File: src/hw/lsu_pkg.sv
package lsu_pkg;

    // data and address width
    localparam int XLEN = 32;
    localparam int STRB_W = XLEN / 8;

    // access width, direction and signedness
    typedef enum logic [2:0] {
        LSU_LB  = 3'd0,
        LSU_LH  = 3'd1,
        LSU_LW  = 3'd2,
        LSU_LBU = 3'd3,
        LSU_LHU = 3'd4,
        LSU_SB  = 3'd5,
        LSU_SH  = 3'd6,
        LSU_SW  = 3'd7
    } lsu_op_e;

    // memory model states
    typedef enum logic [2:0] {
        SRAM_IDLE    = 3'd0,
        SRAM_RD_WAIT = 3'd1,
        SRAM_RD_RESP = 3'd2,
        SRAM_WR_WAIT = 3'd3,
        SRAM_WR_RESP = 3'd4
    } sram_state_e;

    // only response the memory ever gives
    localparam logic [1:0] AXI_RESP_OKAY = 2'b00;

endpackage

File: src/hw/mem_req_if.sv
`timescale 1ns/1ps

interface mem_req_if
    import lsu_pkg::*;
();

    logic [XLEN-1:0]   addr;
    logic [XLEN-1:0]   wdata;
    logic [STRB_W-1:0] mask;
    // one-cycle strobes, never both high
    logic              r_en;
    logic              w_en;

    modport source (
        output addr,
        output wdata,
        output mask,
        output r_en,
        output w_en
    );

    modport sink (
        input addr,
        input wdata,
        input mask,
        input r_en,
        input w_en
    );

endinterface

File: src/hw/lsu_decode.sv
`timescale 1ns/1ps

module lsu_decode
    import lsu_pkg::*;
(
    input  logic             clk,
    input  logic             rst,
    input  logic             req_valid,
    input  lsu_op_e          req_op,
    input  logic [XLEN-1:0]  base,
    input  logic [XLEN-1:0]  offset,
    input  logic [XLEN-1:0]  store_data,
    input  logic             done,
    output logic             busy,
    output lsu_op_e          op,
    mem_req_if.source        req
);

    logic              accept;
    logic              is_store;
    logic [STRB_W-1:0] mask_next;

    // requests while busy are dropped
    assign accept = req_valid && !busy;

    always_comb begin
        is_store = 1'b0;
        case (req_op)
            LSU_LB, LSU_LBU: mask_next = 4'b0001;
            LSU_LH, LSU_LHU: mask_next = 4'b0011;
            LSU_LW:          mask_next = 4'b1111;
            LSU_SB: begin
                mask_next = 4'b0001;
                is_store  = 1'b1;
            end
            LSU_SH: begin
                mask_next = 4'b0011;
                is_store  = 1'b1;
            end
            default: begin
                mask_next = 4'b1111;
                is_store  = 1'b1;
            end
        endcase
    end

    always_ff @(posedge clk or posedge rst) begin
        if (rst) begin
            busy     <= 1'b0;
            op       <= LSU_LW;
            req.r_en <= 1'b0;
            req.w_en <= 1'b0;
        end else begin
            req.r_en <= accept && !is_store;
            req.w_en <= accept && is_store;
            if (accept) begin
                busy <= 1'b1;
                op   <= req_op;
            end else if (done) begin
                busy <= 1'b0;
            end
        end
    end

    // request payload
    always_ff @(posedge clk) begin
        if (accept) begin
            req.addr  <= base + offset;
            req.wdata <= store_data;
            req.mask  <= mask_next;
        end
    end

endmodule

File: src/flat_wrapper.sv
// flat-port wrapper written by rule: the top's interface ports become plain ports
module lsu_decode_flat import lsu_pkg::*;
  (clk, rst, req_valid, req_op, base, offset, store_data, done, busy, op, req_addr, req_wdata, req_mask, req_r_en, req_w_en);
  mem_req_if req_i ();
  input  logic clk;
  input  logic rst;
  input  logic req_valid;
  input  lsu_op_e req_op;
  input  logic [XLEN-1:0] base;
  input  logic [XLEN-1:0] offset;
  input  logic [XLEN-1:0] store_data;
  input  logic done;
  output logic busy;
  output lsu_op_e op;
  output wire logic [$bits(req_i.addr)-1:0] req_addr;
  output wire logic [$bits(req_i.wdata)-1:0] req_wdata;
  output wire logic [$bits(req_i.mask)-1:0] req_mask;
  output wire logic [$bits(req_i.r_en)-1:0] req_r_en;
  output wire logic [$bits(req_i.w_en)-1:0] req_w_en;
  assign req_addr = req_i.addr;
  assign req_wdata = req_i.wdata;
  assign req_mask = req_i.mask;
  assign req_r_en = req_i.r_en;
  assign req_w_en = req_i.w_en;
  lsu_decode u_core (.clk(clk), .rst(rst), .req_valid(req_valid), .req_op(req_op), .base(base), .offset(offset), .store_data(store_data), .done(done), .busy(busy), .op(op), .req(req_i));
endmodule
File: config.mk
export PLATFORM = sky130hd
export DESIGN_NAME = lsu_decode_flat
export DESIGN_NICKNAME = d
export VERILOG_FILES = /design/src/hw/lsu_pkg.sv /design/src/hw/mem_req_if.sv /design/src/hw/lsu_decode.sv /design/src/flat_wrapper.sv
export SDC_FILE = /design/constraint.sdc
export NUM_CORES = 1
export LEC_CHECK = 0
export BUFFER_PORTS_ARGS = -buffer_cell sky130_fd_sc_hd__buf_2
export CAP_MARGIN = 20
export CORE_UTILIZATION = 35
export CTS_CLUSTER_DIAMETER = 30
export CTS_CLUSTER_SIZE = 24
export DETAILED_ROUTE_END_ITERATION = 6
export PLACE_DENSITY_LB_ADDON = 0.25
export SLEW_MARGIN = 15
export SYNTH_ARGS = -nofsm -noshare
export SYNTH_HDL_FRONTEND = slang
export SYNTH_SLANG_ARGS = --single-unit
File: constraint.sdc
create_clock -name clk -period 4.03 [get_ports clk]
set_input_delay 0.806 -clock clk [delete_from_list [all_inputs] [get_ports clk]]
set_output_delay 0.806 -clock clk [all_outputs]
set_load 0.02 [all_outputs]
* Word-level counts from Yosys, hierarchy flattened
Index checks and enable logic that the tools add are counted.
Storage, ports and cells: register bits 74, bits of input ports 103, logic and storage cells 27, output and inout bits 74
Cells by class: muxes and demuxes 4, add/sub/neg operators 1, reduce and logical (&&, ||, !) cells 9, eq/ne operators 6
Operator list (count):
- 32-bit adder | 1
- 3-bit equality test, second input constant | 3
- 4-bit case mux with 2 select lines | 1
- 3-bit by 2-bit equality test with 1-bit output, second input constant | 2
- 3-bit OR reduction | 2
- 5-bit OR reduction | 1
- 3-bit by 1-bit equality test with 1-bit output, second input constant | 1
- 1-bit logical AND | 3
- 3-bit logical NOT | 1
- 1-bit two-way mux | 3
- 2-bit nonzero test | 1
- 1-bit logical NOT | 1

* Longest topological paths before layout
depth after elaboration 4, gate-level depth with buffers 8, depth with buffers taken out 8

* Worst setup path before layout
Ideal clock, no wire load.
path type input-to-reg, start point in req_valid, end point reg u_core.op[1], data arrival time 4.419 ns, buffers on the path 0, setup time 0.074 ns, stages on the path 2, path slack -0.463 ns, cells stage by stage nor2b_1 > mux2_2
On the way: word-level cells in the longest chain between the ends 1
RTL lines:
- start, declared | line flat_wrapper.sv:7 | input logic req_valid;
- 1-bit logical AND | line lsu_decode.sv:24 | assign accept = req_valid && !busy;
- end signal, assigned | line lsu_decode.sv:58 | op <= req_op;
- end, declared | line lsu_decode.sv:15 | output lsu_op_e op,
No other way between the ends. A chain may end at the register's enable or synchronous reset.

* Worst setup path after layout
start point in offset[0], end point reg u_core.req.addr[20], data pin
On the way: word-level cells in the longest chain between the ends 1
RTL lines:
- start, declared | line flat_wrapper.sv:10 | input logic [XLEN-1:0] offset;
- 32-bit adder | line lsu_decode.sv:68 | req.addr <= base + offset;
- end signal, assigned | line lsu_decode.sv:68
- end, declared | line mem_req_if.sv:15 | output addr,
No other way between the ends.

==> flow_summary_export.csv <==
group,metric,value,unit
run_status,status,"finished, violations left",
run_status,violations,"DRC",
grt,first_global_vias,3393,
timing,worst_pin_slew,0.536,ns
placed_design,port_buffers,175,
placed_design,place_congestion,0.896,
grt,grt_pass1_wl,16500,um
grt,grt_max_degree,40,
placed_design,placed_cell_area,0.00520,mm2
cells_and_area,final_common_cell,"buf_2",
timing,report.final.slew_viol_count,0,
clocking,clock_latency,0.33,ns
synthesis,synth-edff-count,66,
drt,first_pass_iters,6,
power_and_ir_drop,intPower,1.62,mW
clocking,cts_resized,0,
drt,wirelength,10200,um
synthesis,avgSynthCellArea,11.6,um2
power_and_ir_drop,switching_share,28.7,%
synthesis,synth.distinct_cells,61,
floorplanning,core,0.0115,mm2
grt,antenna_found_initial,0,
floorplanning,die_area,0.0124,mm2
synthesis,async_flop_share,8.33,%
timing,holdWs,0.390,ns
drt,vias,3467,
critical_path,cp-end-kind,"flop",
grt,grt_overflow,0,
timing,finalSetupTns,0,ns
drt,first_iter_violations,256,
power_and_ir_drop,clkPwrFrac,33.6,%
clocking,cts_root_buffer,"clkbuf_16",
timing,finalHoldViolCount,0,
synthesis,synth_area,0.00417,mm2
floorplanning,pin_count,177,
floorplanning,core.rowCount,39,
drt,wl_per_cell,15.0,um
clocking,postCtsSetupBuffers,0,
critical_path,cp_max_fo,5,
run,maxCapViolCount,0,
cells_and_area,n_antenna_cell,0,
clocking,cts_tree,"built",
clocking,cts_hold_buf,0,
grt,grt.total_usage,16.8,%
synthesis,syn_inst,358,
critical_path,arrival,2.81,ns
min_path,min-delay-path-class,"input port to asynchronous set/reset pin",
synthesis,synth_nets,493,
clocking,clock_sinks,72,
power_and_ir_drop,powerDensity,412,mW/mm2
cells_and_area,final_cell_area,0.00551,mm2
synthesis,synth_sequential_area_ratio,51.2,%
cells_and_area,nNetsFinal,670,
floorplanning,die_w,111,um
timing,finClkSkew,0.00560,ns
timing,rsz0062_at_grt,"no",
drt,ant_nets,0,
clocking,clkTransAtPathRegs,0.05,ns
critical_path,cp.required,4.09,ns
cells_and_area,syn2layout_area_growth,32.1,%
critical_path,crit_type,"input port to flop",
power_and_ir_drop,pwr-share-seq,41.2,%
power_and_ir_drop,ir_drop,0.188,mV
cells_and_area,final_cell_mix,"175 x buf_2, 66 x edfxtp_1, 32 x a21oi_1",
timing,relSlewSlack,63.9,%
drt,drc_errors,32,
timing,fmax,0.364,GHz
synthesis,yosys_most_used_dff,"edfxtp_1",
critical_path,cp-start-kind,"input port",
timing,setup_viol,0,
clocking,cts_buffers,9,
timing,fin_crit_sh,68.2,%
synthesis,ys_warn_count,0,
clocking,clockBufferDepth,2,
drt,via_per_inst,5.08,
power_and_ir_drop,p_leak,2.45,nW
floorplanning,initial_core_util,36.2,%
floorplanning,die_h,111,um
synthesis,ys_ff_latch,72,
power_and_ir_drop,netSwitchingPower,650,uW
cells_and_area,drive_gt1_share,39.1,%
clocking,htreeDepth,3,
timing,period_minus_slack,2.75,ns
power_and_ir_drop,pwr-share-comb,25.2,%
placed_design,dpl.hpwl,8180,um
==> Yosys cell counts (3+ instances only) <==
library cell,n,area (um2)
edfxtp_1,66,1980
nand2_1,24,90.1
a311oi_1,3,26.3
inv_1,6,22.5
nor2b_1,5,31.3
nand3_1,4,20.0
clkbuf_1,4,15.0
o21bai_1,4,30.0
xor2_1,9,78.8
dfrtp_1,5,125
nor3_1,9,45.0
o21ai_0,14,70.1
xnor2_1,16,140
a21o_1,20,150
nor2_1,17,63.8
nand4_1,5,31.3
buf_2,5,25.0
and3_1,7,43.8
a2111oi_0,3,26.3
ha_1,31,388
or3_1,4,25.0
and2_1,5,31.3
a31oi_1,4,25.0
a211oi_1,7,52.6
mux2_2,3,33.8
a21oi_1,32,160
o21a_1,4,30.0
==> cell type report <==
class,count,area [um2]
Inverter,6,22.5
Clock inverter,6,60.1
Fill cell,1101,6010
Sequential cell,72,2130
Tap cell,143,179
Clock buffer,10,229
Multi-Input combinational cell,269,1970
Timing Repair Buffer,177,916
==> power by group through the flow <==
stage	Combinational, mW	Sequential, mW	Clock (mW)
floorplan	0.290	1.04	0
global placement	0.562	0.949	0
detailed placement	0.567	0.951	0
CTS	0.569	0.936	0.780
global route	0.628	0.940	0.813
finish	0.571	0.933	0.762
==> sequential cells by signal, indices dropped and copies added (netlist names) <==
name              cells
u_core.req.addr      32
u_core.req.wdata     32
u_core.op             3
u_core.req.mask       2
u_core.busy           1
u_core.req.r_en       1
u_core.req.w_en       1
==> cell families after synthesis <==
group / Yosys count / synth area share, %
buf+inv: 17 / 1.86
other cells: 1 / 0.0899
compound gates: 115 / 19.4
mux: 3 / 0.810
flops: 72 / 51.2
xor+xnor: 25 / 5.25
simple gates: 93 / 11.6
fa+ha+maj: 32 / 9.78
==> metal layers <==
metal / up-vias / part of all wire [%] / track usage (%)
met5: - / 0 / 0
met4: 0 / 1.8 / 7.39
met3: 14 / 5.1 / 2.73
met2: 117 / 49 / 28.1
met1: 1591 / 44 / 21.5
li1: 1745 / - / -
==> through the flow <==
step / utilization [%] / setup WS, ns / total power, mW / std cells
floorplan: - / 0.836 / 1.33 / 358
global placement: 45.1 / 0.978 / 1.51 / 666
detailed placement: 45.1 / 0.937 / 1.52 / 666
CTS: 47.6 / 1.29 / 2.28 / 682
global route: 47.8 / 1.11 / 2.38 / 683
finish: 47.8 / 1.28 / 2.27 / 683
==> worst max-delay path: stages <==
cell       delay, ns
buf_2           0.10
ha_1            0.21
fa_1            0.40
a21o_1          0.21
a221o_1         0.40
nand3_2         0.13
nand2_2         0.07
a2111oi_0       0.37
a311oi_1        0.09
==> path summary, 6_finish.rpt <==
path | from | endpoint | slack [ns] | cells after the start
setup / recovery | offset[0] | u_core.req.addr[20] | 1.28 | 9
hold / removal | rst | u_core.req.r_en | 0.39 | 2
setup reg to reg | u_core.busy | u_core.req.addr[31] | 2.47 | 3
hold reg to reg | u_core.op[2] | u_core.op[2] | 0.51 | 1
max in group asynchronous | rst | u_core.op[1] | 3.38 | 2
min in group clk | u_core.op[2] | u_core.op[2] | 0.51 | 1
Note: power is estimated with default switching activity, not from simulation.
