<file path="src/hw/lsu_pkg.sv">
package lsu_pkg;

    // data and address width
    localparam int XLEN = 32;
    localparam int STRB_W = XLEN / 8;

    // access width, direction and signedness
    typedef enum logic [2:0] {
        LSU_LB  = 3'd0,
        LSU_LH  = 3'd1,
        LSU_LW  = 3'd2,
        LSU_LBU = 3'd3,
        LSU_LHU = 3'd4,
        LSU_SB  = 3'd5,
        LSU_SH  = 3'd6,
        LSU_SW  = 3'd7
    } lsu_op_e;

    // memory model states
    typedef enum logic [2:0] {
        SRAM_IDLE    = 3'd0,
        SRAM_RD_WAIT = 3'd1,
        SRAM_RD_RESP = 3'd2,
        SRAM_WR_WAIT = 3'd3,
        SRAM_WR_RESP = 3'd4
    } sram_state_e;

    // only response the memory ever gives
    localparam logic [1:0] AXI_RESP_OKAY = 2'b00;

endpackage

</file>
<file path="src/hw/lsu_load_ext.sv">
`timescale 1ns/1ps

module lsu_load_ext
    import lsu_pkg::*;
(
    input  logic            clk,
    input  logic            rst,
    input  lsu_op_e         op,
    input  logic [XLEN-1:0] mem_r,
    input  logic            finish,
    output logic [XLEN-1:0] load_data,
    output logic            done
);

    logic [XLEN-1:0] ext_data;
    logic            is_load;

    always_comb begin
        is_load = 1'b1;
        case (op)
            LSU_LB:  ext_data = {{(XLEN-8){mem_r[7]}}, mem_r[7:0]};
            LSU_LH:  ext_data = {{(XLEN-16){mem_r[15]}}, mem_r[15:0]};
            LSU_LBU: ext_data = {{(XLEN-8){1'b0}}, mem_r[7:0]};
            LSU_LHU: ext_data = {{(XLEN-16){1'b0}}, mem_r[15:0]};
            LSU_LW:  ext_data = mem_r;
            default: begin
                // stores leave load_data alone
                ext_data = mem_r;
                is_load  = 1'b0;
            end
        endcase
    end

    always_ff @(posedge clk or posedge rst) begin
        if (rst) begin
            done <= 1'b0;
        end else begin
            done <= finish;
        end
    end

    always_ff @(posedge clk) begin
        if (finish && is_load) begin
            load_data <= ext_data;
        end
    end

endmodule

</file>
<file path="config.mk">
export PLATFORM = sky130hd
export DESIGN_NAME = lsu_load_ext
export DESIGN_NICKNAME = d
export VERILOG_FILES = /design/src/hw/lsu_pkg.sv /design/src/hw/lsu_load_ext.sv
export SDC_FILE = /design/constraint.sdc
export NUM_CORES = 1
export LEC_CHECK = 0
export BUFFER_PORTS_ARGS = -buffer_cell sky130_fd_sc_hd__buf_2
export CORE_MARGIN = 8
export CORE_UTILIZATION = 30
export DETAILED_ROUTE_END_ITERATION = 10
export PLACE_DENSITY_LB_ADDON = 0.08
export SLEW_MARGIN = 10
export SYNTH_ARGS = -nofsm -noshare
export SYNTH_HDL_FRONTEND = slang
export SYNTH_SLANG_ARGS = --single-unit
</file>
<file path="constraint.sdc">
create_clock -name clk -period 0.8 [get_ports clk]
set_input_delay 0 -clock clk [delete_from_list [all_inputs] [get_ports clk]]
set_output_delay 0 -clock clk [all_outputs]
set_load 0.005 [all_outputs]
</file>
# After elaboration in Yosys (flattened, before gate mapping)
# Cells that the tools add are included.
[word_totals]
register_bits = 33
latch_bits = 0
ram_bits = 0
mem_bits_ro = 0
elab_cells = 11
memories = 0
[classes]
n_addsub = 0
multipliers = 0
div = 0
magnitude_cmp = 0
eq_ne = 4
shift = 0
mux = 2
bitwise_logic = 0
reduce_logical = 3
[op_table]
columns = ["cell", "n"]
rows = [
  ["$pmux 32 s4", 1],
  ["$eq 3x2->1 const B", 2],
  ["$reduce_or 5->1", 1],
  ["$eq 3x1->1 const B", 1],
  ["$eq 3x3->1 const B", 1],
  ["$logic_not 3->1", 1],
  ["$logic_and 1x1->1", 1],
  ["$mux 1", 1],
]

# Logic depth before layout (Yosys ltp)
# Gate-level depths: netlist of the first run.
[logic_depth]
word_depth = 4
depth_mapped = 4

# Worst setup path after synthesis of the first run
# OpenSTA, ideal clock, no wires.
[synth_timing]
path_type = "input port to flip-flop"
start = "input port op[0]"
end = "register load_data[0], enable pin"
setup_ns = 0.392
arrival_time_ns = 0.940
required_ns = 0.408
path_slack_ns = -0.532
path_stages = 2
path_buffers = 0
path_cell_list = "o21ai_0 -> and2_1"
[synth_between]
elab_chain_cells = 4
[synth_lines]
columns = ["element", "line", "rtl"]
rows = [
  ["from (decl)", "lsu_load_ext.sv:8", "input lsu_op_e op,"],
  ["$eq 3x3->1 (tied with other cells)", "lsu_load_ext.sv:20", "case (op)"],
  ["$reduce_or 5->1 (no source line) (*)", "n/a", ""],
  ["$mux 1 (*)", "lsu_load_ext.sv:20", ""],
  ["$logic_and 1x1->1 (*)", "lsu_load_ext.sv:43", "if (finish && is_load) begin"],
  ["to (signal assigned)", "lsu_load_ext.sv:44", "load_data <= ext_data;"],
  ["to (decl)", "lsu_load_ext.sv:11", "output logic [XLEN-1:0] load_data,"],
]
# Every way passes the cells marked *; elsewhere a longest branch is shown, timed or not.
# A chain may end at the register's enable or synchronous reset.

# Worst setup path in the final report of the first run
[layout_timing]
start = "input port mem_r[22]"
end = "register load_data[22] (data pin)"
[layout_between]
elab_chain_cells = 1
[layout_lines]
columns = ["element", "line", "rtl"]
rows = [
  ["from (decl)", "lsu_load_ext.sv:9", "input logic [XLEN-1:0] mem_r,"],
  ["$pmux 32 s4", "lsu_load_ext.sv:20", ""],
  ["net ext_data[22]", "lsu_load_ext.sv:15", "logic [XLEN-1:0] ext_data;"],
]
# The timed path passes the listed nets, and every way through them passes these cells.

==> results of run 1 <==
==> stage by stage <==
| stage | cell area, µm² | cells |
|---|---|---|
| 6_report | 2220 | 236 |
| 5_1_grt | 2220 | 236 |
| 4_1_cts | 2190 | 233 |
| 3_5_place_dp | 1840 | 204 |
| 2_1_floorplan | 1370 | 78 |
| 3_3_place_gp | 1840 | 204 |
==> how the worst min path moves through the flow <==
stage             start                endpoint  slack (ps)  cells past startpoint
6_report       mem_r[9]  load_data[9]$_DFFE_PP_         0.7                      2
5_1_grt        mem_r[9]  load_data[9]$_DFFE_PP_          -7                      2
4_1_cts        mem_r[9]  load_data[9]$_DFFE_PP_         -10                      2
3_5_place_dp        rst          done$_DFF_PP0_        -170                      2
3_3_place_gp        rst          done$_DFF_PP0_        -170                      2
2_1_floorplan       rst          done$_DFF_PP0_        -270                      1
==> flip-flops by register name (all words and copies together), names as in the netlist <==
| signal | flops |
|---|---|
| load_data | 32 |
| done | 1 |
==> synth_stat cells <==
cell      instances
a211o_1           8
a211oi_4          1
a21o_1           10
a21o_2            7
a21o_4            1
and2_1            1
and2_2            8
and2b_4           1
buf_6             2
dfrtp_1           1
edfxtp_1         32
inv_1             2
nand2_1           1
nand2b_4          1
nor3_2            1
o21ai_0           1
==> timing repair <==
item	CTS	global route
resized for setup	0	1
hold endpoints to repair	22	4
setup endpoints to repair	2	31
hold buffers	20	3
cloned	1	0
==> power by group through the flow <==
stage,Combinational (µW),Clock [µW],Sequential [µW]
2_1_floorplan,208,0,2180
3_3_place_gp,573,0,2150
3_5_place_dp,586,0,2160
4_1_cts,674,1900,2120
5_1_grt,735,1970,2130
6_report,670,1840,2110
==> area by class of cell <==
| type | count | share of cell area (%) |
|---|---|---|
| multi-input cells | 42 | 16.3 |
| well taps | 52 | 2.93 |
| inverters | 2 | 0.338 |
| repair buffers | 99 | 30.0 |
| flip-flops and latches | 33 | 44.4 |
| clock inverters | 3 | 2.93 |
| clock buffers | 5 | 3.10 |
==> metal layers <==
layer / up-vias / global-route usage [%] / routed length (µm)
met5: - / 0 / 0
met4: 0 / 3.30 / 44
met3: 6 / 5.66 / 354
met2: 54 / 17.3 / 1750
met1: 489 / 11.4 / 1470
li1: 513 / - / -
==> layout by cell type (no fill, tap or decap), drive strengths merged <==
cell / n
a211o: 8
a211oi: 1
a21o: 19
and2: 9
and2b: 1
buf: 76
bufinv: 2
clkbuf: 5
clkinv: 1
dfrtp: 1
dlygate4sd3: 23
edfxtp: 32
inv: 2
nand2: 1
nand2b: 1
nor3: 1
o21ai: 1
==> cell families after synthesis <==
family                 synth area share, %
flip-flops                            72.2
AO/OA/AOI/OAI                         18.0
AND/OR/NAND/NOR                       7.60
buffers and inverters                 2.20
==> summary.md, run 1 <==
| Metric | Value |
|---|---|
| Reg power frac | `between 40% and 50%` |
| Proportion of layout cells with a drive suffix above 1 | `57.6%` |
| #FFs+latches synth | `33` |
| Die ar. | `about 7000 µm²` |
| Drt wl/cell | `about 15 µm` |
| RSZ-0062 raised after global routing | `yes` |
| Total of max-cap violations | `0` |
| ANT cells | `0` |
| Worst endpoint data arrival time | `840 ps` |
| Final Util | `50.6%` |
| Final hold violations | `0` |
| Beginning of the critical path | `mem_r[22]` |
| Max incr delay on CP | `between 500 and 600 ps` |
| Initial DRC Count | `33` |
| Synthesized net count | `approximately 120` |
| # nets final | `between 200 and 250` |
| Status | `finished with violations` |
| Critical Path Sink Type | `register` |
| Leakage | `0.00105 µW` |
| Die width | `83.5 µm` |
| # setup viols final | `1` |
| Clock Power Share | `about 40%` |
| Port bufs | `70` |
| Fmax | `1.24 GHz` |
| Final Power | `approximately 4600 µW` |
| Power Dens Cells | `~2100 nW/µm²` |
| End point of the critical path | `load_data[22]$_DFFE_PP_` |
| Final WL | `about 3600 µm` |
| Syn Area/Cell | `17.5 µm²` |
| Clk buf depth | `2` |
| Nature of the critical path startpoint | `primary input` |
| First-pass DRT Iterations | `4` |
| Crit path max-delay cell type | `dlygate4sd3_1` |
| Clk slew on worst S/H paths | `70 ps` |
| Detail Placement HPWL | `around 2500 µm` |
| FF/Latch Area | `just under 1000 µm²` |
| Fillers | `just under 400` |
| Top post-synthesis cells by area | `edfxtp_1, a21o_1, a211o_1, a21o_2, and2_2` |
| Core Area | `between 4000 and 5000 µm²` |
| CTS tree | `yes` |
| Sw Share | `around a fifth` |
| Hold Crit Class | `in -> reg` |
| Yosys warns | `0` |
| Starting density of the core | `a little under a third` |
| Routability cong. | `slightly above 0.7` |
| Via/cell ratio | `4.50` |
| Clk sink count | `33` |
| Synthesized area | `between 1000 and 1500 µm²` |
| Worst Path Required | `~830 ps` |
| Vias post-DR | `1062` |
| Slew Limit Fails | `0` |
| ANT nets after route | `0` |
| First-pass GRT wire length | `around 5800 µm` |
| Distinct cells, synth | `16` |
| Remaining DRCs | `0` |
| Net Switching | `around 910 µW` |
| H-tree Lvls | `2` |
| Least-Margin Pin Slew | `~570 ps` |
| Final worst path period share | `101%` |
| Layout area overhead | `62.5%` |
| Gr ovfl total | `0` |
| Vert. Die Dim | `between 80 and 90 µm` |
| Yosys top cell area share | `between 70% and 80%` |
| Failing checks | `negative setup slack` |
| Tot GR Track Use | `10.5%` |
| Critical Path Stages | `3` |
| Buffers and inverters on the worst path | `2` |
| Setup WS pre-CTS | `-298 ps` |
| Root Driver | `clkbuf_8` |
| Hold_ws | `just under 0.7 ps` |
| Total CTS buffers | `5` |
| Max IR drop VDD | `0.790 mV` |
| CP Cell Sequence | `dlygate4sd3_1 -> buf_2 -> a21o_2` |
| Kind of critical path | `in -> reg` |
| CP max FO | `1` |
| Initial antenna violation count | `0` |
| Post-CTS setup buffers | `0` |
| Worst setup margin | `-4.75 ps` |
| Fin crit period | `~800 ps` |
| Cell family with most CP delay | `buffers and inverters` |
| Row cnt | `24` |
| Pint | `around 3700 µW` |
| Comb pwr share | `between 10% and 20%` |
| Worst slew margin | `around three fifths` |
| Largest net degree at the start of global routing | `17` |
| Part of the Yosys area used for sequential elements | `slightly above 70%` |
| Post-synthesis cell count | `a little under 80` |
| Io pins | `just over 70` |
| Cell taking the most area after synthesis | `edfxtp_1` |
| Area of the multi-input gates | `between 300 and 400 µm²` |
| Vias in the first global route | `1143` |
| Sum Neg Setup Slack | `-4.75 ps` |
Power figures use the tool's default switching activity.
==> inputs of run 2 (changes only) <==
--- a/config.mk
+++ b/config.mk
@@ -10,6 +10,7 @@
 export CORE_UTILIZATION = 30
 export DETAILED_ROUTE_END_ITERATION = 10
 export PLACE_DENSITY_LB_ADDON = 0.08
+export RECOVER_POWER = 50
 export SLEW_MARGIN = 10
 export SYNTH_ARGS = -nofsm -noshare
 export SYNTH_HDL_FRONTEND = slang
==> summary.md, run 2 (synthesized netlist as in run 1, its figures left out) <==
| Metric | Value |
|---|---|
| Drt wl/cell | `15.4 µm` |
| Sw Share | `between 10% and 20%` |
| Area of the multi-input gates | `362 µm²` |
| DR WL met2 | `1760 µm` |
| Vias post-DR | `approximately 1.1k` |
| Final WL | `approximately 3600 µm` |
| Die width | `approximately 83 µm` |
| # setup viols final | `1` |
| Vert. Die Dim | `~83 µm` |
| First-pass DRT Iterations | `4` |
| Placement Cell Area | `around 1800 µm²` |
| Clk buf depth | `2` |
| Final Util | `between 50% and 60%` |
| Post-CTS setup buffers | `0` |
| Total CTS buffers | `5` |
| Failing checks | `negative setup slack` |
| Max incr delay on CP | `~550 ps` |
| Layout area overhead | `60.8%` |
| DR top layer | `met4` |
| Clock Power Share | `39.9%` |
| Final hold violations | `0` |
| Commonest cells after routing, fill and taps aside | `buf_2, edfxtp_1, dlygate4sd3_1, a21o_1` |
| Via/cell ratio | `between 4 and 5` |
| Most flops, register | `load_data` |
| Gr ovfl total | `0` |
| Initial DRC Count | `33` |
| Detail Placement HPWL | `between 2000 and 3000 µm` |
| FF/Latch Area | `around 990 µm²` |
| Vias in the first global route | `1143` |
| Final Instance Area | `~2200 µm²` |
| Top flop regs | `load_data: 32 flops, done: 1 flops` |
| Beginning of the critical path | `mem_r[22]` |
| Met1 Wirelength | `roughly 1500 µm` |
| Starting density of the core | `31.2%` |
| Row cnt | `24` |
| Slew Limit Fails | `0` |
| Clk sink count | `33` |
| Pint | `~3700 µW` |
| Io pins | `a little over 70` |
| ANT cells | `0` |
| End point of the critical path | `load_data[22]$_DFFE_PP_` |
| Proportion of layout cells with a drive suffix above 1 | `57.1%` |
| Status | `finished with violations` |
| Core Area | `around 4400 µm²` |
| ANT nets after route | `0` |
| Worst Path Required | `just over 800 ps` |
| Fillers | `394` |
| CP max FO | `1` |
| Die ar. | `approximately 7000 µm²` |
| Fmax | `between 1 and 1.5 GHz` |
| Leakage | `0.00104 µW` |
| Worst slew margin | `61.8%` |
| Root Driver | `clkbuf_8` |
| Crit path max-delay cell type | `dlygate4sd3_1` |
| CP Cell Sequence | `dlygate4sd3_1 -> buf_2 -> a21o_2` |
| RSZ-0062 raised after global routing | `yes` |
| Critical Path Sink Type | `register` |
| # nets final | `about 220` |
| Least-Margin Pin Slew | `569 ps` |
| Initial antenna violation count | `0` |
| Routability cong. | `~0.7` |
| Comb pwr share | `approximately 14%` |
| Hold Crit Class | `in -> reg` |
| Port bufs | `70` |
| Net Switching | `around 910 µW` |
| Worst setup margin | `-4.75 ps` |
| Reg power frac | `between 40% and 50%` |
| Largest net degree at the start of global routing | `17` |
| Fin crit period | `roughly 800 ps` |
| Power Dens Cells | `2090 nW/µm²` |
| First-pass GRT wire length | `between 5000 and 6000 µm` |
| Routed length on met3 | `between 300 and 400 µm` |
| Max IR drop VDD | `between 0.7 and 0.8 mV` |
| Sum Neg Setup Slack | `-4.75 ps` |
| Remaining DRCs | `0` |
| Total of max-cap violations | `0` |
| CTS tree | `yes` |
| Tot GR Track Use | `roughly a tenth` |
| Clk slew on worst S/H paths | `about 70 ps` |
| Worst endpoint data arrival time | `between 800 and 900 ps` |
| Kind of critical path | `in -> reg` |
| Nature of the critical path startpoint | `primary input` |
| H-tree Lvls | `2` |
| Final worst path period share | `101%` |
| Commonest non-fill, non-tap cell in the layout | `buf_2` |
| Max FFs per register | `32` |
run 2: worst min path at each step:
stage / start / depth (start not counted) / end
after floorplan: rst / 1 / done$_DFF_PP0_
after CTS: mem_r[9] / 2 / load_data[9]$_DFFE_PP_
after global routing: mem_r[9] / 2 / load_data[9]$_DFFE_PP_
after global placement: rst / 2 / done$_DFF_PP0_
final: mem_r[9] / 2 / load_data[9]$_DFFE_PP_
after detailed placement: rst / 2 / done$_DFF_PP0_
run 2: cell type report:
cell class                      count  share of cell area [%]
Clock buffer                        5                    3.13
Clock inverter                      3                    2.96
Inverter                            2                   0.342
Multi-Input combinational cell     42                    16.5
Sequential cell                    33                    44.9
Tap cell                           52                    2.96
Timing Repair Buffer               99                    29.3
run 2: what timing repair did:
item                                    4_1_cts  5_1_grt
gates cloned                                  1        0
endpoints found under the hold margin        22        4
hold buffers                                 20        3
endpoints found under the setup margin        2       31
resized for setup                             0        1
pin swaps                                     0        0
run 2: routing by layer:
metal | track usage [%] | vias up
met5 | 0 | -
met4 | 3.30 | 0
met3 | 5.66 | 6
met2 | 17.3 | 54
met1 | 11.4 | 493
li1 | - | 513
run 2: power groups by stage:
stage               combinational [µW]  sequential, µW  clock [µW]
detailed placement                 586            2160           0
floorplan                          208            2180           0
CTS                                674            2120        1900
global placement                   573            2150           0
finish                             651            2110        1840
global route                       715            2130        1970
run 2: per-stage QoR:
| stage | total power (µW) | cells | setup slack (ps) | hold WS [ps] |
|---|---|---|---|---|
| after floorplan | 2390 | 78 | -108 | -271 |
| after global placement | 2720 | 204 | -272 | -168 |
| after detailed placement | 2740 | 204 | -298 | -166 |
| after CTS | 4690 | 233 | -10.6 | -10.6 |
| after global routing | 4820 | 236 | -35.1 | -6.72 |
| final | 4600 | 236 | -4.75 | 2.32 |
run 2: critical path, delay by kind of cell:
| kind | cells | cell delay, ps |
|---|---|---|
| buf+inv | 2 | 670 |
| compound gates | 1 | 170 |
