===== src/hw/lsu_pkg.sv =====
package lsu_pkg;

    // data and address width
    localparam int XLEN = 32;
    localparam int STRB_W = XLEN / 8;

    // access width, direction and signedness
    typedef enum logic [2:0] {
        LSU_LB  = 3'd0,
        LSU_LH  = 3'd1,
        LSU_LW  = 3'd2,
        LSU_LBU = 3'd3,
        LSU_LHU = 3'd4,
        LSU_SB  = 3'd5,
        LSU_SH  = 3'd6,
        LSU_SW  = 3'd7
    } lsu_op_e;

    // memory model states
    typedef enum logic [2:0] {
        SRAM_IDLE    = 3'd0,
        SRAM_RD_WAIT = 3'd1,
        SRAM_RD_RESP = 3'd2,
        SRAM_WR_WAIT = 3'd3,
        SRAM_WR_RESP = 3'd4
    } sram_state_e;

    // only response the memory ever gives
    localparam logic [1:0] AXI_RESP_OKAY = 2'b00;

endpackage


===== src/hw/axi_lite_if.sv =====
`timescale 1ns/1ps

interface axi_lite_if
    import lsu_pkg::*;
();

    // read address
    logic [XLEN-1:0]   araddr;
    logic              arvalid;
    logic              arready;

    // read data
    logic [XLEN-1:0]   rdata;
    logic [1:0]        rresp;
    logic              rvalid;
    logic              rready;

    // write address
    logic [XLEN-1:0]   awaddr;
    logic              awvalid;
    logic              awready;

    // write data
    logic [XLEN-1:0]   wdata;
    logic [STRB_W-1:0] wstrb;
    logic              wvalid;
    logic              wready;

    // write response
    logic [1:0]        bresp;
    logic              bvalid;
    logic              bready;

    modport master (
        output araddr, arvalid, input arready,
        input rdata, rresp, rvalid, output rready,
        output awaddr, awvalid, input awready,
        output wdata, wstrb, wvalid, input wready,
        input bresp, bvalid, output bready
    );

    modport slave (
        input araddr, arvalid, output arready,
        output rdata, rresp, rvalid, input rready,
        input awaddr, awvalid, output awready,
        input wdata, wstrb, wvalid, output wready,
        output bresp, bvalid, input bready
    );

endinterface


===== src/hw/mem_req_if.sv =====
`timescale 1ns/1ps

interface mem_req_if
    import lsu_pkg::*;
();

    logic [XLEN-1:0]   addr;
    logic [XLEN-1:0]   wdata;
    logic [STRB_W-1:0] mask;
    // one-cycle strobes, never both high
    logic              r_en;
    logic              w_en;

    modport source (
        output addr,
        output wdata,
        output mask,
        output r_en,
        output w_en
    );

    modport sink (
        input addr,
        input wdata,
        input mask,
        input r_en,
        input w_en
    );

endinterface


===== src/hw/lsu_axi_ctrl.sv =====
`timescale 1ns/1ps

module lsu_axi_ctrl
    import lsu_pkg::*;
(
    input  logic            clk,
    input  logic            rst,
    mem_req_if.sink         req,
    output logic [XLEN-1:0] mem_r,
    output logic            finish,
    axi_lite_if.master      axi
);

    logic ar_fire;
    logic r_fire;
    logic aw_fire;
    logic w_fire;
    logic b_fire;

    assign ar_fire = axi.arvalid && axi.arready;
    assign r_fire  = axi.rvalid && axi.rready;
    assign aw_fire = axi.awvalid && axi.awready;
    assign w_fire  = axi.wvalid && axi.wready;
    assign b_fire  = axi.bvalid && axi.bready;

    // read address channel
    always_ff @(posedge clk) begin
        if (req.r_en) begin
            axi.araddr <= req.addr;
        end
    end

    always_ff @(posedge clk or posedge rst) begin
        if (rst) begin
            axi.arvalid <= 1'b0;
        end else if (ar_fire) begin
            axi.arvalid <= 1'b0;
        end else if (req.r_en) begin
            axi.arvalid <= 1'b1;
        end
    end

    // read data, shifted down to lane 0
    always_ff @(posedge clk) begin
        if (r_fire) begin
            mem_r <= axi.rdata >> {axi.araddr[1:0], 3'b000};
        end
    end

    always_ff @(posedge clk or posedge rst) begin
        if (rst) begin
            axi.rready <= 1'b0;
        end else if (r_fire) begin
            axi.rready <= 1'b0;
        end else if (ar_fire) begin
            axi.rready <= 1'b1;
        end
    end

    // write address channel
    always_ff @(posedge clk) begin
        if (req.w_en) begin
            axi.awaddr <= req.addr;
        end
    end

    always_ff @(posedge clk or posedge rst) begin
        if (rst) begin
            axi.awvalid <= 1'b0;
        end else if (aw_fire) begin
            axi.awvalid <= 1'b0;
        end else if (req.w_en) begin
            axi.awvalid <= 1'b1;
        end
    end

    // write data, moved up into byte lanes
    always_ff @(posedge clk) begin
        if (req.w_en) begin
            axi.wdata <= req.wdata << {req.addr[1:0], 3'b000};
            axi.wstrb <= req.mask << req.addr[1:0];
        end
    end

    always_ff @(posedge clk or posedge rst) begin
        if (rst) begin
            axi.wvalid <= 1'b0;
        end else if (w_fire) begin
            axi.wvalid <= 1'b0;
        end else if (req.w_en) begin
            axi.wvalid <= 1'b1;
        end
    end

    // write response channel
    always_ff @(posedge clk or posedge rst) begin
        if (rst) begin
            axi.bready <= 1'b0;
        end else if (b_fire) begin
            axi.bready <= 1'b0;
        end else if (aw_fire) begin
            axi.bready <= 1'b1;
        end
    end

    // one cycle after either response
    always_ff @(posedge clk or posedge rst) begin
        if (rst) begin
            finish <= 1'b0;
        end else begin
            finish <= r_fire || b_fire;
        end
    end

endmodule


===== src/flat_wrapper.sv =====
// flat-port wrapper written by rule: the top's interface ports become plain ports
module lsu_axi_ctrl_flat import lsu_pkg::*;
  (clk, rst, mem_r, finish, req_addr, req_wdata, req_mask, req_r_en, req_w_en, axi_araddr, axi_arvalid, axi_arready, axi_rdata, axi_rresp, axi_rvalid, axi_rready, axi_awaddr, axi_awvalid, axi_awready, axi_wdata, axi_wstrb, axi_wvalid, axi_wready, axi_bresp, axi_bvalid, axi_bready);
  mem_req_if req_i ();
  axi_lite_if axi_i ();
  input  logic clk;
  input  logic rst;
  output logic [XLEN-1:0] mem_r;
  output logic finish;
  input wire logic [$bits(req_i.addr)-1:0] req_addr;
  input wire logic [$bits(req_i.wdata)-1:0] req_wdata;
  input wire logic [$bits(req_i.mask)-1:0] req_mask;
  input wire logic [$bits(req_i.r_en)-1:0] req_r_en;
  input wire logic [$bits(req_i.w_en)-1:0] req_w_en;
  output wire logic [$bits(axi_i.araddr)-1:0] axi_araddr;
  output wire logic [$bits(axi_i.arvalid)-1:0] axi_arvalid;
  input wire logic [$bits(axi_i.arready)-1:0] axi_arready;
  input wire logic [$bits(axi_i.rdata)-1:0] axi_rdata;
  input wire logic [$bits(axi_i.rresp)-1:0] axi_rresp;
  input wire logic [$bits(axi_i.rvalid)-1:0] axi_rvalid;
  output wire logic [$bits(axi_i.rready)-1:0] axi_rready;
  output wire logic [$bits(axi_i.awaddr)-1:0] axi_awaddr;
  output wire logic [$bits(axi_i.awvalid)-1:0] axi_awvalid;
  input wire logic [$bits(axi_i.awready)-1:0] axi_awready;
  output wire logic [$bits(axi_i.wdata)-1:0] axi_wdata;
  output wire logic [$bits(axi_i.wstrb)-1:0] axi_wstrb;
  output wire logic [$bits(axi_i.wvalid)-1:0] axi_wvalid;
  input wire logic [$bits(axi_i.wready)-1:0] axi_wready;
  input wire logic [$bits(axi_i.bresp)-1:0] axi_bresp;
  input wire logic [$bits(axi_i.bvalid)-1:0] axi_bvalid;
  output wire logic [$bits(axi_i.bready)-1:0] axi_bready;
  assign req_i.addr = req_addr;
  assign req_i.wdata = req_wdata;
  assign req_i.mask = req_mask;
  assign req_i.r_en = req_r_en;
  assign req_i.w_en = req_w_en;
  assign axi_araddr = axi_i.araddr;
  assign axi_arvalid = axi_i.arvalid;
  assign axi_i.arready = axi_arready;
  assign axi_i.rdata = axi_rdata;
  assign axi_i.rresp = axi_rresp;
  assign axi_i.rvalid = axi_rvalid;
  assign axi_rready = axi_i.rready;
  assign axi_awaddr = axi_i.awaddr;
  assign axi_awvalid = axi_i.awvalid;
  assign axi_i.awready = axi_awready;
  assign axi_wdata = axi_i.wdata;
  assign axi_wstrb = axi_i.wstrb;
  assign axi_wvalid = axi_i.wvalid;
  assign axi_i.wready = axi_wready;
  assign axi_i.bresp = axi_bresp;
  assign axi_i.bvalid = axi_bvalid;
  assign axi_bready = axi_i.bready;
  lsu_axi_ctrl u_core (.clk(clk), .rst(rst), .req(req_i), .mem_r(mem_r), .finish(finish), .axi(axi_i));
endmodule

===== config.mk =====
export PLATFORM = sky130hd
export DESIGN_NAME = lsu_axi_ctrl_flat
export DESIGN_NICKNAME = d
export VERILOG_FILES = /design/src/hw/lsu_pkg.sv /design/src/hw/axi_lite_if.sv /design/src/hw/mem_req_if.sv /design/src/hw/lsu_axi_ctrl.sv /design/src/flat_wrapper.sv
export SDC_FILE = /design/constraint.sdc
export NUM_CORES = 1
export LEC_CHECK = 0
export ABC_AREA = 1
export BUFFER_PORTS_ARGS = -buffer_cell sky130_fd_sc_hd__buf_2
export CAP_MARGIN = 10
export CORE_ASPECT_RATIO = 1.5
export CORE_MARGIN = 1.5
export CORE_UTILIZATION = 47
export CTS_CLUSTER_DIAMETER = 100
export DETAILED_ROUTE_END_ITERATION = 6
export PLACE_DENSITY_LB_ADDON = 0.1
export SLEW_MARGIN = 10
export SYNTH_ARGS = -nofsm -noshare
export SYNTH_HDL_FRONTEND = slang
export SYNTH_SLANG_ARGS = --single-unit
export TNS_END_PERCENT = 30

===== constraint.sdc =====
create_clock -name clk -period 1.6 [get_ports clk]
set_input_delay 0.24 -clock clk [delete_from_list [all_inputs] [get_ports clk]]
set_output_delay 0.24 -clock clk [all_outputs]
set_load 0.03 [all_outputs]

### Word level (Yosys, flattened, before mapping)

Index checks and enable logic that the tools add are counted.

* add/sub/neg operators: 0
* multipliers: 0
* div/mod/pow operators: 0
* $lt $le $gt $ge: 0
* equal/unequal tests: 0
* shift-type cells: 3
* mux-type cells: 9
* bitwise gates (word level): 0
* reduce and logical (&&, ||, !) cells: 11

Operators with widths (count)
* left shift 32 x 5 -> 32 bit: 1
* >> shifter 32 x 5 -> 32 bit: 1
* nonzero test 2 bit: 5
* two-way mux 1 bit: 9
* logical AND 1 bit: 5
* left shift 4 x 2 -> 4 bit: 1
* logical OR 1 bit: 1

* register bits after elaboration: 138
* bits in latches: 0
* memory bits (writable): 0
* memory bits (read-only): 0
* input port bits: 113
* output and inout bits: 138
* memories: 0

### Depth between registers and ports, before layout

* depth after elaboration: 3
* gate-level depth with buffers: 6
* depth with buffers taken out: 4

### Worst setup path before layout

No wires, ideal clock.

* path type: register to register
* from: register u_core.axi.rready
* to: register u_core.mem_r[0] (enable)
* setup time: 0.387 ns
* data arrival time: 1.295 ns
* path slack: -0.082 ns
* stages on the path, launching flop included: 3
* period minus slack after synthesis: 1.682 ns
* cells stage by stage: dfrtp_1 nand2_1 inv_1

* word-level cells in the longest chain between the ends: 1

RTL lines
* start, declared: RTL line axi_lite_if.sv:36 `input rdata, rresp, rvalid, output rready,`
* start signal, assigned: RTL line lsu_axi_ctrl.sv:52 `axi.rready <= 1'b0;`
* start signal, assigned: RTL line lsu_axi_ctrl.sv:54 `axi.rready <= 1'b0;`
* start signal, assigned: RTL line lsu_axi_ctrl.sv:56 `axi.rready <= 1'b1;`
* logical AND 1 bit: RTL line lsu_axi_ctrl.sv:21 `assign r_fire = axi.rvalid && axi.rready;`
* named net u_core.r_fire: RTL line lsu_axi_ctrl.sv:15 `logic r_fire;`
* end signal, assigned: RTL line lsu_axi_ctrl.sv:46 `mem_r <= axi.rdata >> {axi.araddr[1:0], 3'b000};`
* end, declared: RTL line lsu_axi_ctrl.sv:9 `output logic [XLEN-1:0] mem_r,`

The timed path passes the listed nets, and every way through them passes these cells.
A chain may end at the register's enable or synchronous reset.

### Worst setup path in the final report

* from: register u_core.axi.araddr[0]
* to: output port axi_araddr[0]

RTL lines
* start, declared: RTL line axi_lite_if.sv:35 `output araddr, arvalid, input arready,`
* start signal, assigned: RTL line lsu_axi_ctrl.sv:29 `axi.araddr <= req.addr;`
* end, declared: RTL line flat_wrapper.sv:15 `output wire logic [$bits(axi_i.araddr)-1:0] axi_araddr;`

No word-level cell between the ends.

==> flow_summary_export.csv <==
group,metric,value,unit
synth,synthCells,508,
sta,worst_slew_pin_slew,0.327,ns
worst_setup_path,cp_num_buf_inv,2,
die,die_h,138,µm
worst_setup_path,r2r_end,"u_core.mem_r[17]",
clock_network,insertion_delay,0.40,ns
die,placeableCoreArea,12000,µm²
finish,final_nets,892,
synth,syn_nets,621,
worst_setup_path,crit_start,"u_core.axi.araddr[0]",
worst_setup_path,endpoint_kind,"output port",
clock_network,htreeDepth,4,
global_routing,grt_max_degree,48,
synth,synth_top_area_share,69.0,%
synth,mappedNetlistArea,5740,µm²
sta,finalSetupViolations,0,
global_routing,antenna_found_initial,2,
detailed_routing,wl,13.4,mm
sta,drv_slew,0,
synth,yosys_warnings,0,
worst_setup_path,path_cells,"buf_12 > buf_2",
placement,port_buffers,246,
global_routing,track_usage,21.0,%
detailed_routing,drc,0,
die,dieArea,12900,µm²
worst_setup_path,cpMaxStageDelayCell,"edfxtp_1",
worst_setup_path,r2r_setup_slack,0.25,ns
clock_network,clk_pin_slew,0.06,ns
clock_network,postCtsSetupBuffers,0,
clock_network,root_buffer,"clkbuf_16",
worst_setup_path,critPathLaunchType,"flop",
worst_setup_path,worstReg2RegStart,"u_core.axi.rready",
worst_setup_path,crit_type,"reg2out",
sta,min_period_over_period,96.5,%
detailed_routing,drt_first_pass_iters,4,
global_routing,grt_pass1_vias,4423,
sta,maxSlewHeadroom,78.2,%
worst_setup_path,path_max_fanout,33,
global_routing,grt_pass1_wl,20.9,mm
die,io_pins,251,
die,die_w,93.3,µm
synth,ys_seq_elements,138,
worst_hold_path,hold_path.class,"in2reg",
synth,synth.avg_cell_area,11.3,µm²
detailed_routing,wire_per_inst,14.1,µm
worst_setup_path,slowest_delay,0.45,ns
detailed_routing,ant_nets,0,
clock_network,cts_max_path_buffers,2,
outcome,status,"finished, final reports clean",
detailed_routing,first_iter_violations,167,
worst_hold_path,holdCritStartpoint,"req_addr[3]",
worst_setup_path,arrival,1.30,ns
die,initial_core_util,48.0,%
worst_setup_path,crit_required,1.36,ns
power,p_leak,3.85,nW
detailed_routing,num_vias,4496,
finish,area_growth,37.9,%
detailed_routing,vias_per_cell,4.76,
sta,fmax,648,MHz
worst_setup_path,rr_worst_depth,3,
placement,dp_hpwl,9.52,mm
placement,gp_congestion,0.799,
worst_setup_path,cp-endpoint,"axi_araddr[0]",
worst_setup_path,critical_path_depth,2,
worst_setup_path,cp_top_family,"flip-flops",
synth,synth_area_leaders,"edfxtp_1 69%, nand2_1 10%, nand3_1 5.9%",
power,finalPower,0.0105,W
finish,drive_above_1_share,37.8,%
finish,final_common_cell,"buf_2",
finish,fill_cells,966,
global_routing,overflow,0,
job,max_cap_viol_count,0,
synth,ys_seq_area_share,71.6,%
sta,final_hold_viol_count,0,
clock_network,tritoncts,"built",
synth,yosys.area.top_type,"edfxtp_1",
finish,num_antenna_cells,0,
die,rows,49,
sta,period_needed,1.54,ns
clock_network,cts_buffers,17,
sta,hold_slack,0.0228,ns
clock_network,cts_sinks,138,
finish,mostFrequentLayoutCells,"246 x buf_2, 159 x nand2_1, 132 x edfxtp_1",
power,ir_drop,0.000717,V
synth,yosys.cell_types.count,18,
power,p_per_area,1320,nW/µm²
sta,finClkSkew,0.00340,ns
[area by class of cell]
type	instances	area (µm²)	area share, %
well taps	153	191	2.42
repair buffers	276	1550	19.6
clock buffers	17	425	5.37
inverters	78	304	3.84
clock inverters	15	193	2.43
flip-flops and latches	138	4110	51.9
multi-input cells	268	1140	14.4
[synthesized netlist by cell type]
cell type / count
nor3_1: 17
nor2_2: 2
a21oi_1: 1
inv_1: 74
o21a_1: 2
nand2_4: 1
buf_2: 9
inv_6: 1
nand3_1: 68
inv_2: 2
nand2_2: 2
buf_6: 9
buf_4: 6
edfxtp_1: 132
nand2_1: 159
dfrtp_1: 6
inv_4: 1
nor2_1: 16
[state kept, by name, summed over array words and instances (netlist names), 4 cells and up]
name               cells
u_core.axi.araddr     32
u_core.axi.awaddr     32
u_core.axi.wdata      32
u_core.mem_r          32
u_core.axi.wstrb       4
[how the worst min path moves through the flow]
stage	cells past startpoint	slack, ns	endpoint
2_1_floorplan	1	0.03	u_core.axi.arvalid
3_3_place_gp	2	0.16	u_core.axi.awvalid
3_5_place_dp	2	0.16	u_core.axi.awvalid
4_1_cts	1	0.0001	u_core.axi.awaddr[5]
5_1_grt	1	0.003	u_core.axi.awaddr[10]
6_report	1	0.02	u_core.axi.awaddr[3]
[worst reg2reg max path, delay by kind of cell (launching register included)]
family / cells / cell delay [ns]
and+or+nand+nor: 1 / 0.15
buffers and inverters: 2 / 0.57
DFF: 1 / 0.39
[kinds of logic after synthesis]
group	share of synthesized area, %
AO/OA/AOI/OAI	0.348
buffers and inverters	8.56
AND/OR/NAND/NOR	19.5
flip-flops	71.6
[per-layer routing]
layer,global-route usage [%],wire length [µm],vias up
li1,-,-,2211
met1,22.7,4830,2060
met2,36.0,7020,193
met3,7.98,1120,28
met4,9.33,373,4
met5,0,23,-
[power breakdown]
group	total [W]	leakage, nW	switching (W)	internal [W]
clock	0.00403	0.302	0.00164	0.00239
combinational	0.00194	2.20	0.00138	0.000555
sequential	0.00451	1.35	0.000103	0.00441
[timing repair]
action / CTS / global route
gates resized for setup: 2 / 1
setup endpoints to repair: 1 / 1
endpoints found under the hold margin: 32 / 4
hold buffers: 17 / 2
[metrics by stage]
stage          setup slack [ns]  util, %  setup TNS, ns  instances  instance area [µm²]
2_1_floorplan            0.0961        -              0        508                 5750
5_1_grt                 -0.0107     66.2        -0.0107        945                 7920
6_report                 0.0568     66.2              0        945                 7920
3_3_place_gp              0.282     59.4              0        894                 7100
3_5_place_dp              0.262     59.4              0        894                 7100
4_1_cts                  0.0208     66.0              0        943                 7900
Power figures use the tool's default switching activity.
